==> config.mk <==
export PLATFORM = sky130hd
export DESIGN_NAME = walksat_flip_core
export DESIGN_NICKNAME = d
export VERILOG_FILES = /design/src/hdl/sat_pkg.sv /design/src/hdl/walksat_flip_core.sv /design/src/hdl/flip_selector.sv /design/src/hdl/unsat_clause_fifo.sv /design/src/hdl/clause_checker.sv
export VERILOG_INCLUDE_DIRS = /design/src /design/src/hdl
export SDC_FILE = /design/constraint.sdc
export NUM_CORES = 1
export LEC_CHECK = 0
export BUFFER_PORTS_ARGS = -buffer_cell sky130_fd_sc_hd__buf_2
export CAP_MARGIN = 40
export CORE_ASPECT_RATIO = 1.5
export CORE_MARGIN = 4
export CORE_UTILIZATION = 51
export DETAILED_ROUTE_END_ITERATION = 12
export MAX_ROUTING_LAYER = met4
export PLACE_DENSITY_LB_ADDON = 0.12
export SLEW_MARGIN = 15
export SYNTH_ARGS = -nofsm -noshare
export SYNTH_HDL_FRONTEND = slang
export SYNTH_SLANG_ARGS = --single-unit
==> constraint.sdc <==
create_clock -name clk_i -period 18.9 [get_ports clk_i]
set_input_delay 0.945 -clock clk_i [delete_from_list [all_inputs] [get_ports clk_i]]
set_output_delay 0.945 -clock clk_i [all_outputs]
set_load 0.05 [all_outputs]
==> src/hdl/sat_cfg.svh <==
//~~~~~~~~~~~~~~~~~~~~~~~~~~~~~~~~~~~~~~~~~~~~~~~~~~
// sizing for the WalkSAT flip core
// SAT_NUM_VARS must equal 2**SAT_VAR_ADDR_W
// SAT_FIFO_DEPTH must be a power of two
//~~~~~~~~~~~~~~~~~~~~~~~~~~~~~~~~~~~~~~~~~~~~~~~~~~
`ifndef SAT_CFG_SVH
`define SAT_CFG_SVH

// literals per clause, 3-SAT
`define SAT_NSAT 3

// variable addressing
`define SAT_VAR_ADDR_W 6
`define SAT_NUM_VARS 64

// unsat clause buffer entries, also the checker's starting credits
`define SAT_FIFO_DEPTH 8

// xorshift state after reset, must be nonzero
`define SAT_PRNG_SEED 32'h2545f491

`endif
==> src/hdl/sat_pkg.sv <==
//~~~~~~~~~~~~~~~~~~~~~~~~~~~~~~~~~~~~~~~~~~~~~~~~~~
// shared types of the WalkSAT flip core
// widths follow sat_cfg.svh
//~~~~~~~~~~~~~~~~~~~~~~~~~~~~~~~~~~~~~~~~~~~~~~~~~~
`default_nettype none

`include "sat_cfg.svh"

package sat_pkg;

    // width of a literal index within one clause
    localparam int SAT_IDX_W = $clog2(`SAT_NSAT);

    // negation bit sits above the variable address
    typedef struct packed {
        logic                       neg;
        logic [`SAT_VAR_ADDR_W-1:0] addr;
    } literal_t;

    // literal 0 in the low bits
    typedef literal_t [`SAT_NSAT-1:0] clause_t;

    // host write into the variable table
    typedef struct packed {
        logic                       en;
        logic [`SAT_VAR_ADDR_W-1:0] addr;
        logic                       value;
    } var_write_t;

    // chosen flip with the clause it came from
    typedef struct packed {
        logic [SAT_IDX_W-1:0]       idx;
        logic [`SAT_VAR_ADDR_W-1:0] addr;
        clause_t                    clause;
    } flip_t;

endpackage

`default_nettype wire

==> src/hdl/walksat_flip_core.sv <==
//~~~~~~~~~~~~~~~~~~~~~~~~~~~~~~~~~~~~~~~~~~~~~~~~~~
// unsat clause search and flip pick, one evaluator
// flips are reported only, never written back
// unsat clause to flip_valid_o is 3 cycles when idle
//~~~~~~~~~~~~~~~~~~~~~~~~~~~~~~~~~~~~~~~~~~~~~~~~~~
`timescale 1ns/1ns
`default_nettype none

`include "sat_cfg.svh"

module walksat_flip_core
    import sat_pkg::*;
(
    input  wire        clk_i,
    input  wire        rst_i,
    input  var_write_t var_wr_i,
    input  clause_t    clause_i,
    input  wire        clause_valid_i,
    output logic       clause_ready_o,
    output flip_t      flip_o,
    output logic       flip_valid_o,
    input  wire        flip_ready_i
);

    // checker to buffer
    logic    chk_push;
    clause_t chk_push_clause;
    logic    ucf_credit;

    // buffer to selector
    clause_t ucf_head;
    logic    ucf_not_empty;
    logic    fs_pop;

    clause_checker i_clause_checker (
        .clk_i          (clk_i),
        .rst_i          (rst_i),
        .var_wr_i       (var_wr_i),
        .clause_i       (clause_i),
        .clause_valid_i (clause_valid_i),
        .clause_ready_o (clause_ready_o),
        .credit_i       (ucf_credit),
        .push_o         (chk_push),
        .push_clause_o  (chk_push_clause)
    );

    unsat_clause_fifo i_unsat_clause_fifo (
        .clk_i         (clk_i),
        .rst_i         (rst_i),
        .push_i        (chk_push),
        .push_clause_i (chk_push_clause),
        .pop_i         (fs_pop),
        .head_o        (ucf_head),
        .not_empty_o   (ucf_not_empty),
        .credit_o      (ucf_credit)
    );

    flip_selector i_flip_selector (
        .clk_i        (clk_i),
        .rst_i        (rst_i),
        .head_i       (ucf_head),
        .not_empty_i  (ucf_not_empty),
        .pop_o        (fs_pop),
        .flip_o       (flip_o),
        .flip_valid_o (flip_valid_o),
        .flip_ready_i (flip_ready_i)
    );

endmodule

`default_nettype wire

==> src/hdl/flip_selector.sv <==
//~~~~~~~~~~~~~~~~~~~~~~~~~~~~~~~~~~~~~~~~~~~~~~~~~~
// picks one literal of each queued clause
// xorshift32 (13, 17, 5), advanced once per pop
// flip_o holds while valid and not ready
//~~~~~~~~~~~~~~~~~~~~~~~~~~~~~~~~~~~~~~~~~~~~~~~~~~
`timescale 1ns/1ns
`default_nettype none

`include "sat_cfg.svh"

module flip_selector
    import sat_pkg::*;
(
    input  wire     clk_i,
    input  wire     rst_i,
    input  clause_t head_i,
    input  wire     not_empty_i,
    output logic    pop_o,
    output flip_t   flip_o,
    output logic    flip_valid_o,
    input  wire     flip_ready_i
);

    logic [31:0]          prng_q;
    logic [31:0]          prng_nxt;
    logic [31:0]          prng_rem;
    logic [SAT_IDX_W-1:0] sel_idx;
    logic                 flip_vld_q;
    flip_t                flip_q;

    function automatic logic [31:0] xorshift32(input logic [31:0] s);
        logic [31:0] x;
        x = s;
        x = x ^ (x << 13);
        x = x ^ (x >> 17);
        x = x ^ (x << 5);
        return x;
    endfunction

    assign prng_nxt = xorshift32(prng_q);
    assign prng_rem = prng_nxt % 32'(`SAT_NSAT);
    assign sel_idx  = prng_rem[SAT_IDX_W-1:0];

    // take the head when the output slot is free or draining
    assign pop_o = not_empty_i && (!flip_vld_q || flip_ready_i);

    always_ff @(posedge clk_i) begin
        if (rst_i) begin
            prng_q     <= `SAT_PRNG_SEED;
            flip_vld_q <= 1'b0;
        end else begin
            if (pop_o) begin
                prng_q     <= prng_nxt;
                flip_vld_q <= 1'b1;
            end else if (flip_ready_i) begin
                flip_vld_q <= 1'b0;
            end
        end
    end

    always_ff @(posedge clk_i) begin
        if (pop_o) begin
            flip_q.idx    <= sel_idx;
            flip_q.addr   <= head_i[sel_idx].addr;
            flip_q.clause <= head_i;
        end
    end

    assign flip_o       = flip_q;
    assign flip_valid_o = flip_vld_q;

endmodule

`default_nettype wire

==> src/hdl/unsat_clause_fifo.sv <==
//~~~~~~~~~~~~~~~~~~~~~~~~~~~~~~~~~~~~~~~~~~~~~~~~~~
// in-order queue of unsatisfied clauses
// no full check, the producer's credits prevent it
// head is valid only while not_empty_o is high
//~~~~~~~~~~~~~~~~~~~~~~~~~~~~~~~~~~~~~~~~~~~~~~~~~~
`timescale 1ns/1ns
`default_nettype none

`include "sat_cfg.svh"

module unsat_clause_fifo
    import sat_pkg::*;
(
    input  wire     clk_i,
    input  wire     rst_i,
    input  wire     push_i,
    input  clause_t push_clause_i,
    input  wire     pop_i,
    output clause_t head_o,
    output logic    not_empty_o,
    output logic    credit_o
);

    localparam int PTR_W = $clog2(`SAT_FIFO_DEPTH);
    localparam int CNT_W = $clog2(`SAT_FIFO_DEPTH + 1);

    clause_t            mem [`SAT_FIFO_DEPTH];
    logic [PTR_W-1:0]   wr_ptr_q;
    logic [PTR_W-1:0]   rd_ptr_q;
    logic [CNT_W-1:0]   count_q;
    logic               do_pop;

    assign not_empty_o = (count_q != '0);
    assign do_pop      = pop_i && not_empty_o;
    assign head_o      = mem[rd_ptr_q];

    // one credit back per removed entry
    assign credit_o = do_pop;

    always_ff @(posedge clk_i) begin
        if (push_i) begin
            mem[wr_ptr_q] <= push_clause_i;
        end
    end

    // pointers wrap on their own at a power-of-two depth
    always_ff @(posedge clk_i) begin
        if (rst_i) begin
            wr_ptr_q <= '0;
            rd_ptr_q <= '0;
            count_q  <= '0;
        end else begin
            if (push_i) begin
                wr_ptr_q <= wr_ptr_q + 1'b1;
            end
            if (do_pop) begin
                rd_ptr_q <= rd_ptr_q + 1'b1;
            end
            case ({push_i, do_pop})
                2'b10:   count_q <= count_q + 1'b1;
                2'b01:   count_q <= count_q - 1'b1;
                default: count_q <= count_q;
            endcase
        end
    end

endmodule

`default_nettype wire

==> src/hdl/clause_checker.sv <==
//~~~~~~~~~~~~~~~~~~~~~~~~~~~~~~~~~~~~~~~~~~~~~~~~~~
// evaluates clauses against the variable table
// a table write lands one cycle after it is given
// push_o never exceeds the credits handed back
//~~~~~~~~~~~~~~~~~~~~~~~~~~~~~~~~~~~~~~~~~~~~~~~~~~
`timescale 1ns/1ns
`default_nettype none

`include "sat_cfg.svh"

module clause_checker
    import sat_pkg::*;
(
    input  wire        clk_i,
    input  wire        rst_i,
    input  var_write_t var_wr_i,
    input  clause_t    clause_i,
    input  wire        clause_valid_i,
    output logic       clause_ready_o,
    input  wire        credit_i,
    output logic       push_o,
    output clause_t    push_clause_o
);

    localparam int CRED_W = $clog2(`SAT_FIFO_DEPTH + 1);

    logic [`SAT_NUM_VARS-1:0] var_tbl_q;
    logic [CRED_W-1:0]        credit_q;
    logic                     accept;
    logic [`SAT_NSAT-1:0]     lit_true;
    logic                     unsat;

    // evaluation stage
    logic    eval_vld_q;
    logic    eval_unsat_q;
    clause_t eval_clause_q;

    assign clause_ready_o = (credit_q != '0);
    assign accept         = clause_valid_i && clause_ready_o;

    // literal is true when value and negation bit differ
    always_comb begin
        for (int i = 0; i < `SAT_NSAT; i++) begin
            lit_true[i] = var_tbl_q[clause_i[i].addr] ^ clause_i[i].neg;
        end
        unsat = ~|lit_true;
    end

    always_ff @(posedge clk_i) begin
        if (rst_i) begin
            var_tbl_q <= '0;
        end else if (var_wr_i.en) begin
            var_tbl_q[var_wr_i.addr] <= var_wr_i.value;
        end
    end

    always_ff @(posedge clk_i) begin
        if (rst_i) begin
            eval_vld_q   <= 1'b0;
            eval_unsat_q <= 1'b0;
        end else begin
            eval_vld_q   <= accept;
            eval_unsat_q <= unsat;
        end
    end

    always_ff @(posedge clk_i) begin
        if (accept) begin
            eval_clause_q <= clause_i;
        end
    end

    // satisfied clauses give their credit straight back
    always_ff @(posedge clk_i) begin
        if (rst_i) begin
            credit_q <= CRED_W'(`SAT_FIFO_DEPTH);
        end else begin
            credit_q <= credit_q
                      + CRED_W'(eval_vld_q && !eval_unsat_q)
                      + CRED_W'(credit_i)
                      - CRED_W'(accept);
        end
    end

    assign push_o        = eval_vld_q && eval_unsat_q;
    assign push_clause_o = eval_clause_q;

endmodule

`default_nettype wire

==> results of run 1 <==
[path summary, 6_finish.rpt]
check                                                    start                                   end
hold / removal    i_unsat_clause_fifo.rd_ptr_q[1]$_SDFFE_PP0P_                             flip-flop
hold reg to reg   i_unsat_clause_fifo.rd_ptr_q[1]$_SDFFE_PP0P_                             flip-flop
setup / recovery        i_flip_selector.prng_q[8]$_SDFFE_PP0P_  i_flip_selector.flip_o[21]$_DFFE_PP_
setup reg to reg        i_flip_selector.prng_q[8]$_SDFFE_PP0P_  i_flip_selector.flip_o[21]$_DFFE_PP_
[final cells by class]
| cell class | count | area [µm²] |
|---|---|---|
| fill | 2732 | 14100 |
| sequential | 334 | 8870 |
| multi-input combinational | 992 | 8190 |
| clock buffer | 41 | 898 |
| timing repair buffer | 97 | 607 |
| tap | 420 | 526 |
| clock inverter | 21 | 295 |
| inverter | 29 | 109 |
[metal layers]
layer | vias to the layer above | wire length, µm | global-route usage
li1 | 5669 | - | -
met5 | - | 0 | -
met4 | 0 | 2350 | 0.118
met3 | 144 | 2320 | 0.0277
met2 | 452 | 23600 | 0.447
met1 | 6063 | 16500 | 0.274
[metrics by stage]
step	setup WS [ns]	hold WS (ns)	utilization	cell area, µm²	instances
2_1_floorplan	10.47	0.454	-	17400	1436
3_3_place_gp	8.95	0.457	0.541	18100	1855
3_5_place_dp	8.94	0.474	0.545	18300	1871
4_1_cts	8.90	0.488	0.581	19500	1933
5_1_grt	7.93	0.512	0.581	19500	1934
6_report	8.84	0.483	0.581	19500	1934
[flip-flops by register name, summed over array words and instances, names as in the netlist, named ones only]
name,flops
i_unsat_clause_fifo.mem,168
i_clause_checker.var_tbl_q,64
i_flip_selector.prng_q,32
i_flip_selector.flip_o,29
i_clause_checker.push_clause_o,21
i_clause_checker.credit_q,4
i_unsat_clause_fifo.count_q,4
i_unsat_clause_fifo.rd_ptr_q,3
i_unsat_clause_fifo.wr_ptr_q,3
i_clause_checker.eval_unsat_q,1
i_clause_checker.eval_vld_q,1
i_flip_selector.flip_valid_o,1
[cell usage in the layout (no fill, tap or decap), types with 6 or more instances in the layout]
master     synthesis  layout
a22oi_1            7       7
buf_4              2      27
clkinv_1           2       9
o211ai_1           6       6
mux4_2           105     105
nor2_1            88      87
dfxtp_1          116     114
nand3_1           95      95
or3_1              8       8
nor4_1             7       6
a31oi_1            6       6
ha_1              11      11
clkbuf_16          0      35
nand4_1           12      12
nand2b_1           8       8
inv_1             27      27
bufinv_16          0       7
a211oi_1          28      28
a211o_1           14      14
o311ai_0           7       7
o22ai_1            6       6
xnor2_2            8       9
o31a_1             7       7
buf_2              2      66
nor2b_1            8       8
edfxtp_1         218     218
and2_1            10      10
o41ai_1            9       9
nor3_1            23      21
xor2_1            41      41
xnor2_1           57      56
o21ai_0           87      87
and3_1            17      17
clkbuf_1          65       6
a21oi_1          104     104
mux2_2            23      23
nand2_1           91      91
[worst max-delay path, delay by kind of cell, from the launching register on]
kind                     cells  cell delay, ns
flip-flops                   1            0.39
buffers and inverters        2            0.31
multiplexers                 2            0.72
AO/OA/AOI/OAI               13            4.27
adder cells (fa/ha/maj)      2            0.57
AND/OR/NAND/NOR              9            2.66
XOR/XNOR                     2            0.91
[logic make-up after synthesis]
family	count (synthesis)
buffers and inverters	110
AO/OA/AOI/OAI	331
flip-flops	334
multiplexers	133
AND/OR/NAND/NOR	403
XOR/XNOR	111
adder cells (fa/ha/maj)	14
==> results_dict.tcl, run 1 <==
set metrics [dict create \
    cts_buffer_depth 3 \
    syn_nets 1483 \
    hold_path_class "flip-flop to flip-flop" \
    synth-edff-count 218 \
    synth.yosys.warnings 0 \
    cts_htree_levels 2 \
    slew_violations 0 \
    final_nets 1535 \
    ys_top_cells_by_area "edfxtp_1 (38%), mux4_2 (14%), dfxtp_1 (13%), a21oi_1 (3.0%), xnor2_1 (2.9%)" \
    numCtsBuffers 34 \
    vias 12328 \
    hold_viol_final 0 \
    setup_viol 0 \
    crit_fanout 15 \
    yosysSeqAreaShare 0.509 \
    synth_fa_ha_area_frac 0.0113 \
    synth.most_common_cell "edfxtp_1" \
    portBuffers 63 \
    worst_slew_pin_slew_ns 0.865 \
    wire_per_inst_um 23.1 \
    synthCells 1436 \
    ios 64 \
    cts_setup_buffers 0 \
    cts.sinks 334 \
    grt_pass1_vias 12453 \
    grt_max_degree 63 \
    setup_tns_ns 0 \
    min_period_over_period 0.532 \
    initial_core_util 0.520 \
    clk_pin_slew_ns 0.06 \
    finalClockSkew_ns 0.0182 \
    path_class "flip-flop to flip-flop" \
    hold_buffers 0 \
    start_kind "flip-flop" \
    dieHeight_um 234 \
    slew_headroom 0.422 \
    cts_repair_resize_count 0 \
    drt_first_pass_iters 7 \
    ys_ff_latch 334 \
    root_buffer "clkbuf_16" \
    drc 0 \
    r2r_cells 30 \
    maxCapViolations 0 \
    fmax_ghz 0.0994 \
    whs_path_depth 2 \
    insertion_delay_ns 0.53 \
    fp.coreArea_um2 33500 \
    outcome "finished, final reports clean" \
    async_flop_share 0 \
    area_growth_pct 11.8 \
    grt_overflow 0 \
    synthTopCellsByCount "edfxtp_1 (218), dfxtp_1 (116), mux4_2 (105), a21oi_1 (104), nand3_1 (95)" \
    syn_area_per_cell_um2 12.1 \
    n_antenna_cell 0 \
    synth_largest_area_cell "edfxtp_1" \
    synth_top_family_by_area "multiplexers" \
    antenna_found_initial 0 \
    drive_gt1_frac 0.214 \
    slowest_stage "or4_1" \
    grt_pass1_wl_um 70200 \
    rsz0062_at_grt "false" \
    synth_ff_type "edfxtp_1" \
    gp_congestion 0.924 \
    rrSetupSlack_ns 8.84 \
    period_minus_slack_ns 10.06 \
    wl_um 44700 \
    synth_compound_area_frac 0.123 \
    critPathCaptureType "flip-flop" \
    synth.area.mux_share 0.153 \
    synth_cell_types 91 \
    critPathRequiredTime_ns 19.18 \
    hpwl_um 30900 \
    synthSimpleGateAreaFrac 0.115 \
    synth_xor_xnor_area_share 0.0633 \
    arrival_ns 10.34 \
    synth_top_area_share 0.375 \
    cp_slowest_stage_delay_ns 0.61 \
    rows 82 \
    viasPerCell 6.37 \
    track_usage 0.247 \
    cts_tree "done" \
    ant_nets 0 \
    dieWidth_um 159 \
    syn_area_um2 17400 \
    drt-initial-drc-count 874 \
    die-area_um2 37300 \
]
Power of run 1 is left out: the tool's default activity adds up to more than one toggle a clock period on the data nets, which glitch-free logic cannot reach.
==> inputs of run 2 (changes only) <==
--- a/config.mk
+++ b/config.mk
@@ -6,6 +6,7 @@
 export SDC_FILE = /design/constraint.sdc
 export NUM_CORES = 1
 export LEC_CHECK = 0
+export ABC_AREA = 1
 export BUFFER_PORTS_ARGS = -buffer_cell sky130_fd_sc_hd__buf_2
 export CAP_MARGIN = 40
 export CORE_ASPECT_RATIO = 1.5
==> constraint.sdc (replaced) <==
create_clock -name clk_i -period 9.4 [get_ports clk_i]
set_input_delay 0.47 -clock clk_i [delete_from_list [all_inputs] [get_ports clk_i]]
set_output_delay 0.47 -clock clk_i [all_outputs]
set_load 0.05 [all_outputs]
==> run 2 against run 1 <==
  * Synthesized area fell by 5.9%
  * Setup slack got worse by 8.8 ns
  * Global-route usage rose by 1.2 points
  * Synthesized cell count is 29% higher
  * Via count grew 13%
  * Non-clock buffer count grew 20
  * Worst hold slack lost 0.38 ns
  * Maximum frequency rose by 7.2%
  * First-iteration DRC count is 29% higher
  * Clock skew about the same
  * Cell area fell by 3.0%
  * Sequential cell count unchanged
==> results_dict.tcl, run 2 <==
set metrics [dict create \
    cp_slowest_stage_delay_ns 0.38 \
    nFillCells 2785 \
    final_util 0.594 \
    viasPerCell 5.91 \
    cts_buffer_depth 3 \
    slew_headroom 0.418 \
    whs_ns 0.0996 \
    critPathRequiredTime_ns 9.72 \
    cts_htree_levels 1 \
    clk_pin_slew_ns 0.07 \
    reg.largest.list "i_unsat_clause_fifo.mem x168, i_clause_checker.var_tbl_q x64, i_flip_selector.prng_q x32" \
    syn_nets 1894 \
    min_period_over_period 0.998 \
    start_kind "flip-flop" \
    maxCapViolations 0 \
    antenna_found_initial 2 \
    drt-initial-drc-count 1131 \
    dieHeight_um 228 \
    path_class "flip-flop to flip-flop" \
    synth_cell_types 46 \
    async_flop_share 0 \
    ios 64 \
    root_buffer "clkbuf_16" \
    synth.most_common_cell "o21ai_0" \
    wire_per_inst_um 19.8 \
    regMostFlops "i_unsat_clause_fifo.mem" \
    wl_um 46500 \
    initial_core_util 0.516 \
    track_usage 0.258 \
    outcome "finished, final reports clean" \
    vias 13873 \
    syn_area_um2 16400 \
    die-area_um2 35200 \
    worst_slew_pin_slew_ns 0.873 \
    synthTopCellsByCount "o21ai_0 (285), nor2_1 (260), edfxtp_1 (218), nand2_1 (192), inv_1 (149)" \
    cts_tree "done" \
    crit_top_cell "nand2_2" \
    ff_latch_area_um2 8900 \
    rsz0062_at_grt "true" \
    dieWidth_um 154 \
    arrival_ns 9.70 \
    hold_path_class "primary input to flip-flop" \
    crit_fanout 7 \
    hpwl_um 29100 \
    ys_ff_latch 334 \
    fmax_ghz 0.107 \
    grt_overflow 0 \
    gp_congestion 0.901 \
    ant_nets 0 \
    synth_largest_area_cell "edfxtp_1" \
    critPathCaptureType "flip-flop" \
    setup_viol 0 \
    numCtsBuffers 31 \
    portBuffers 63 \
    grt_pass1_vias 13066 \
    most-common-layout-cells "o21ai_0 (285), nor2_1 (248), edfxtp_1 (218)" \
    synth_top_area_share 0.399 \
    drt_first_pass_iters 7 \
    finalClockSkew_ns 0.0179 \
    hold_viol_final 0 \
    ys_top_cells_by_area "edfxtp_1 (40%), dfxtp_1 (14%), o21ai_0 (8.7%), nor2_1 (5.9%), nand2_1 (4.4%)" \
    final_nets 1959 \
    period_minus_slack_ns 9.38 \
    insertion_delay_ns 0.58 \
    synth_ff_type "edfxtp_1" \
    synth-edff-count 218 \
    syn_area_per_cell_um2 8.89 \
    rows 80 \
    fp.coreArea_um2 31800 \
    slew_violations 0 \
    slowest_stage "dfxtp_4" \
    multi_input_area_um2 7110 \
    mostFrequentLayoutCell "o21ai_0" \
    drive_gt1_frac 0.176 \
    grt_pass1_wl_um 70000 \
    synthCells 1847 \
    hold_buffers 0 \
    cts.sinks 334 \
    synth.yosys.warnings 0 \
    largest_reg_flops 168 \
    grt_max_degree 72 \
    yosysSeqAreaShare 0.540 \
    drc 0 \
    area_growth_pct 15.3 \
]
==> run 2: cell count changes after synthesis, moves of 16 or more <==
cell      change
o221ai_1     +16
and3_1       -16
clkbuf_1     +17
a211oi_1     -27
mux4_2      -105
xnor2_1      -30
mux2_2       -23
o22ai_1      +46
inv_1       +122
nor2_1      +172
nand2_1     +101
o21ai_0     +198
nand3_1      +25
a21oi_1      +19
==> run 2: final cells by class <==
cell class / count / share of cell area
Antenna cell: 2 / 0.000265
Clock buffer: 38 / 0.0440
Clock inverter: 19 / 0.0109
Inverter: 157 / 0.0313
Multi-Input combinational cell: 1271 / 0.376
Sequential cell: 334 / 0.471
Tap cell: 410 / 0.0271
Timing Repair Buffer: 117 / 0.0397
==> run 2: per-layer routing <==
metal,wire length (µm),share of wire,GRT usage
met5,0,0,-
met4,2450,0.053,0.125
met3,2600,0.056,0.0261
met2,23700,0.51,0.450
met1,17700,0.38,0.301
==> run 2: worst paths after layout <==
kind	from	slack, ns	endpoint	depth (start not counted)
worst max-delay path	i_flip_selector.prng_q[11]$_SDFFE_PP0P_	0.02	i_flip_selector.flip_o[24]$_DFFE_PP_	81
worst min-delay path	clause_i[5]	0.1	i_clause_checker.push_clause_o[5]$_DFFE_PP_	1
worst max register to register	i_flip_selector.prng_q[11]$_SDFFE_PP0P_	0.02	i_flip_selector.flip_o[24]$_DFFE_PP_	81
worst min register to register	i_unsat_clause_fifo.rd_ptr_q[2]$_SDFFE_PP0P_	0.45	i_unsat_clause_fifo.rd_ptr_q[2]$_SDFFE_PP0P_	1
==> run 2: cells by family (layout without fill, tap and decap cells) <==
| family | after synthesis | count (layout) | share of synthesized area |
|---|---|---|---|
| simple gates | 639 | 639 | 0.169 |
| compound gates | 554 | 554 | 0.189 |
| flops | 334 | 334 | 0.540 |
| buf+inv | 242 | 331 | 0.0554 |
| xor+xnor | 64 | 64 | 0.0351 |
| fa+ha+maj | 14 | 14 | 0.0120 |
| other cells | 0 | 2 | 0 |
==> run 2: stage by stage <==
step | worst slack [ns] | instances | TNS (ns) | cell area (µm²)
2_1_floorplan | 1.36 | 1847 | 0 | 16400
3_3_place_gp | 0.664 | 2266 | 0 | 17200
3_5_place_dp | 0.152 | 2271 | 0 | 17200
4_1_cts | 0.107 | 2328 | 0 | 18300
5_1_grt | -0.878 | 2348 | -6.74 | 18900
6_report | 0.0187 | 2348 | 0 | 18900
==> run 2: critical path: cells and delay by family, from the launching register on <==
kind / cells / cell delay (ns)
XOR/XNOR: 1 / 0.21
AO/OA/AOI/OAI: 18 / 2.56
AND/OR/NAND/NOR: 52 / 5.08
buffers and inverters: 8 / 0.55
flip-flops: 1 / 0.38
adder cells (fa/ha/maj): 2 / 0.36
==> run 2: what timing repair did <==
action | CTS | global route
setup buffers | 0 | 17
endpoints found under the setup margin | 0 | 8
gates resized for setup | 0 | 130
Power of run 2 is left out for the same reason.
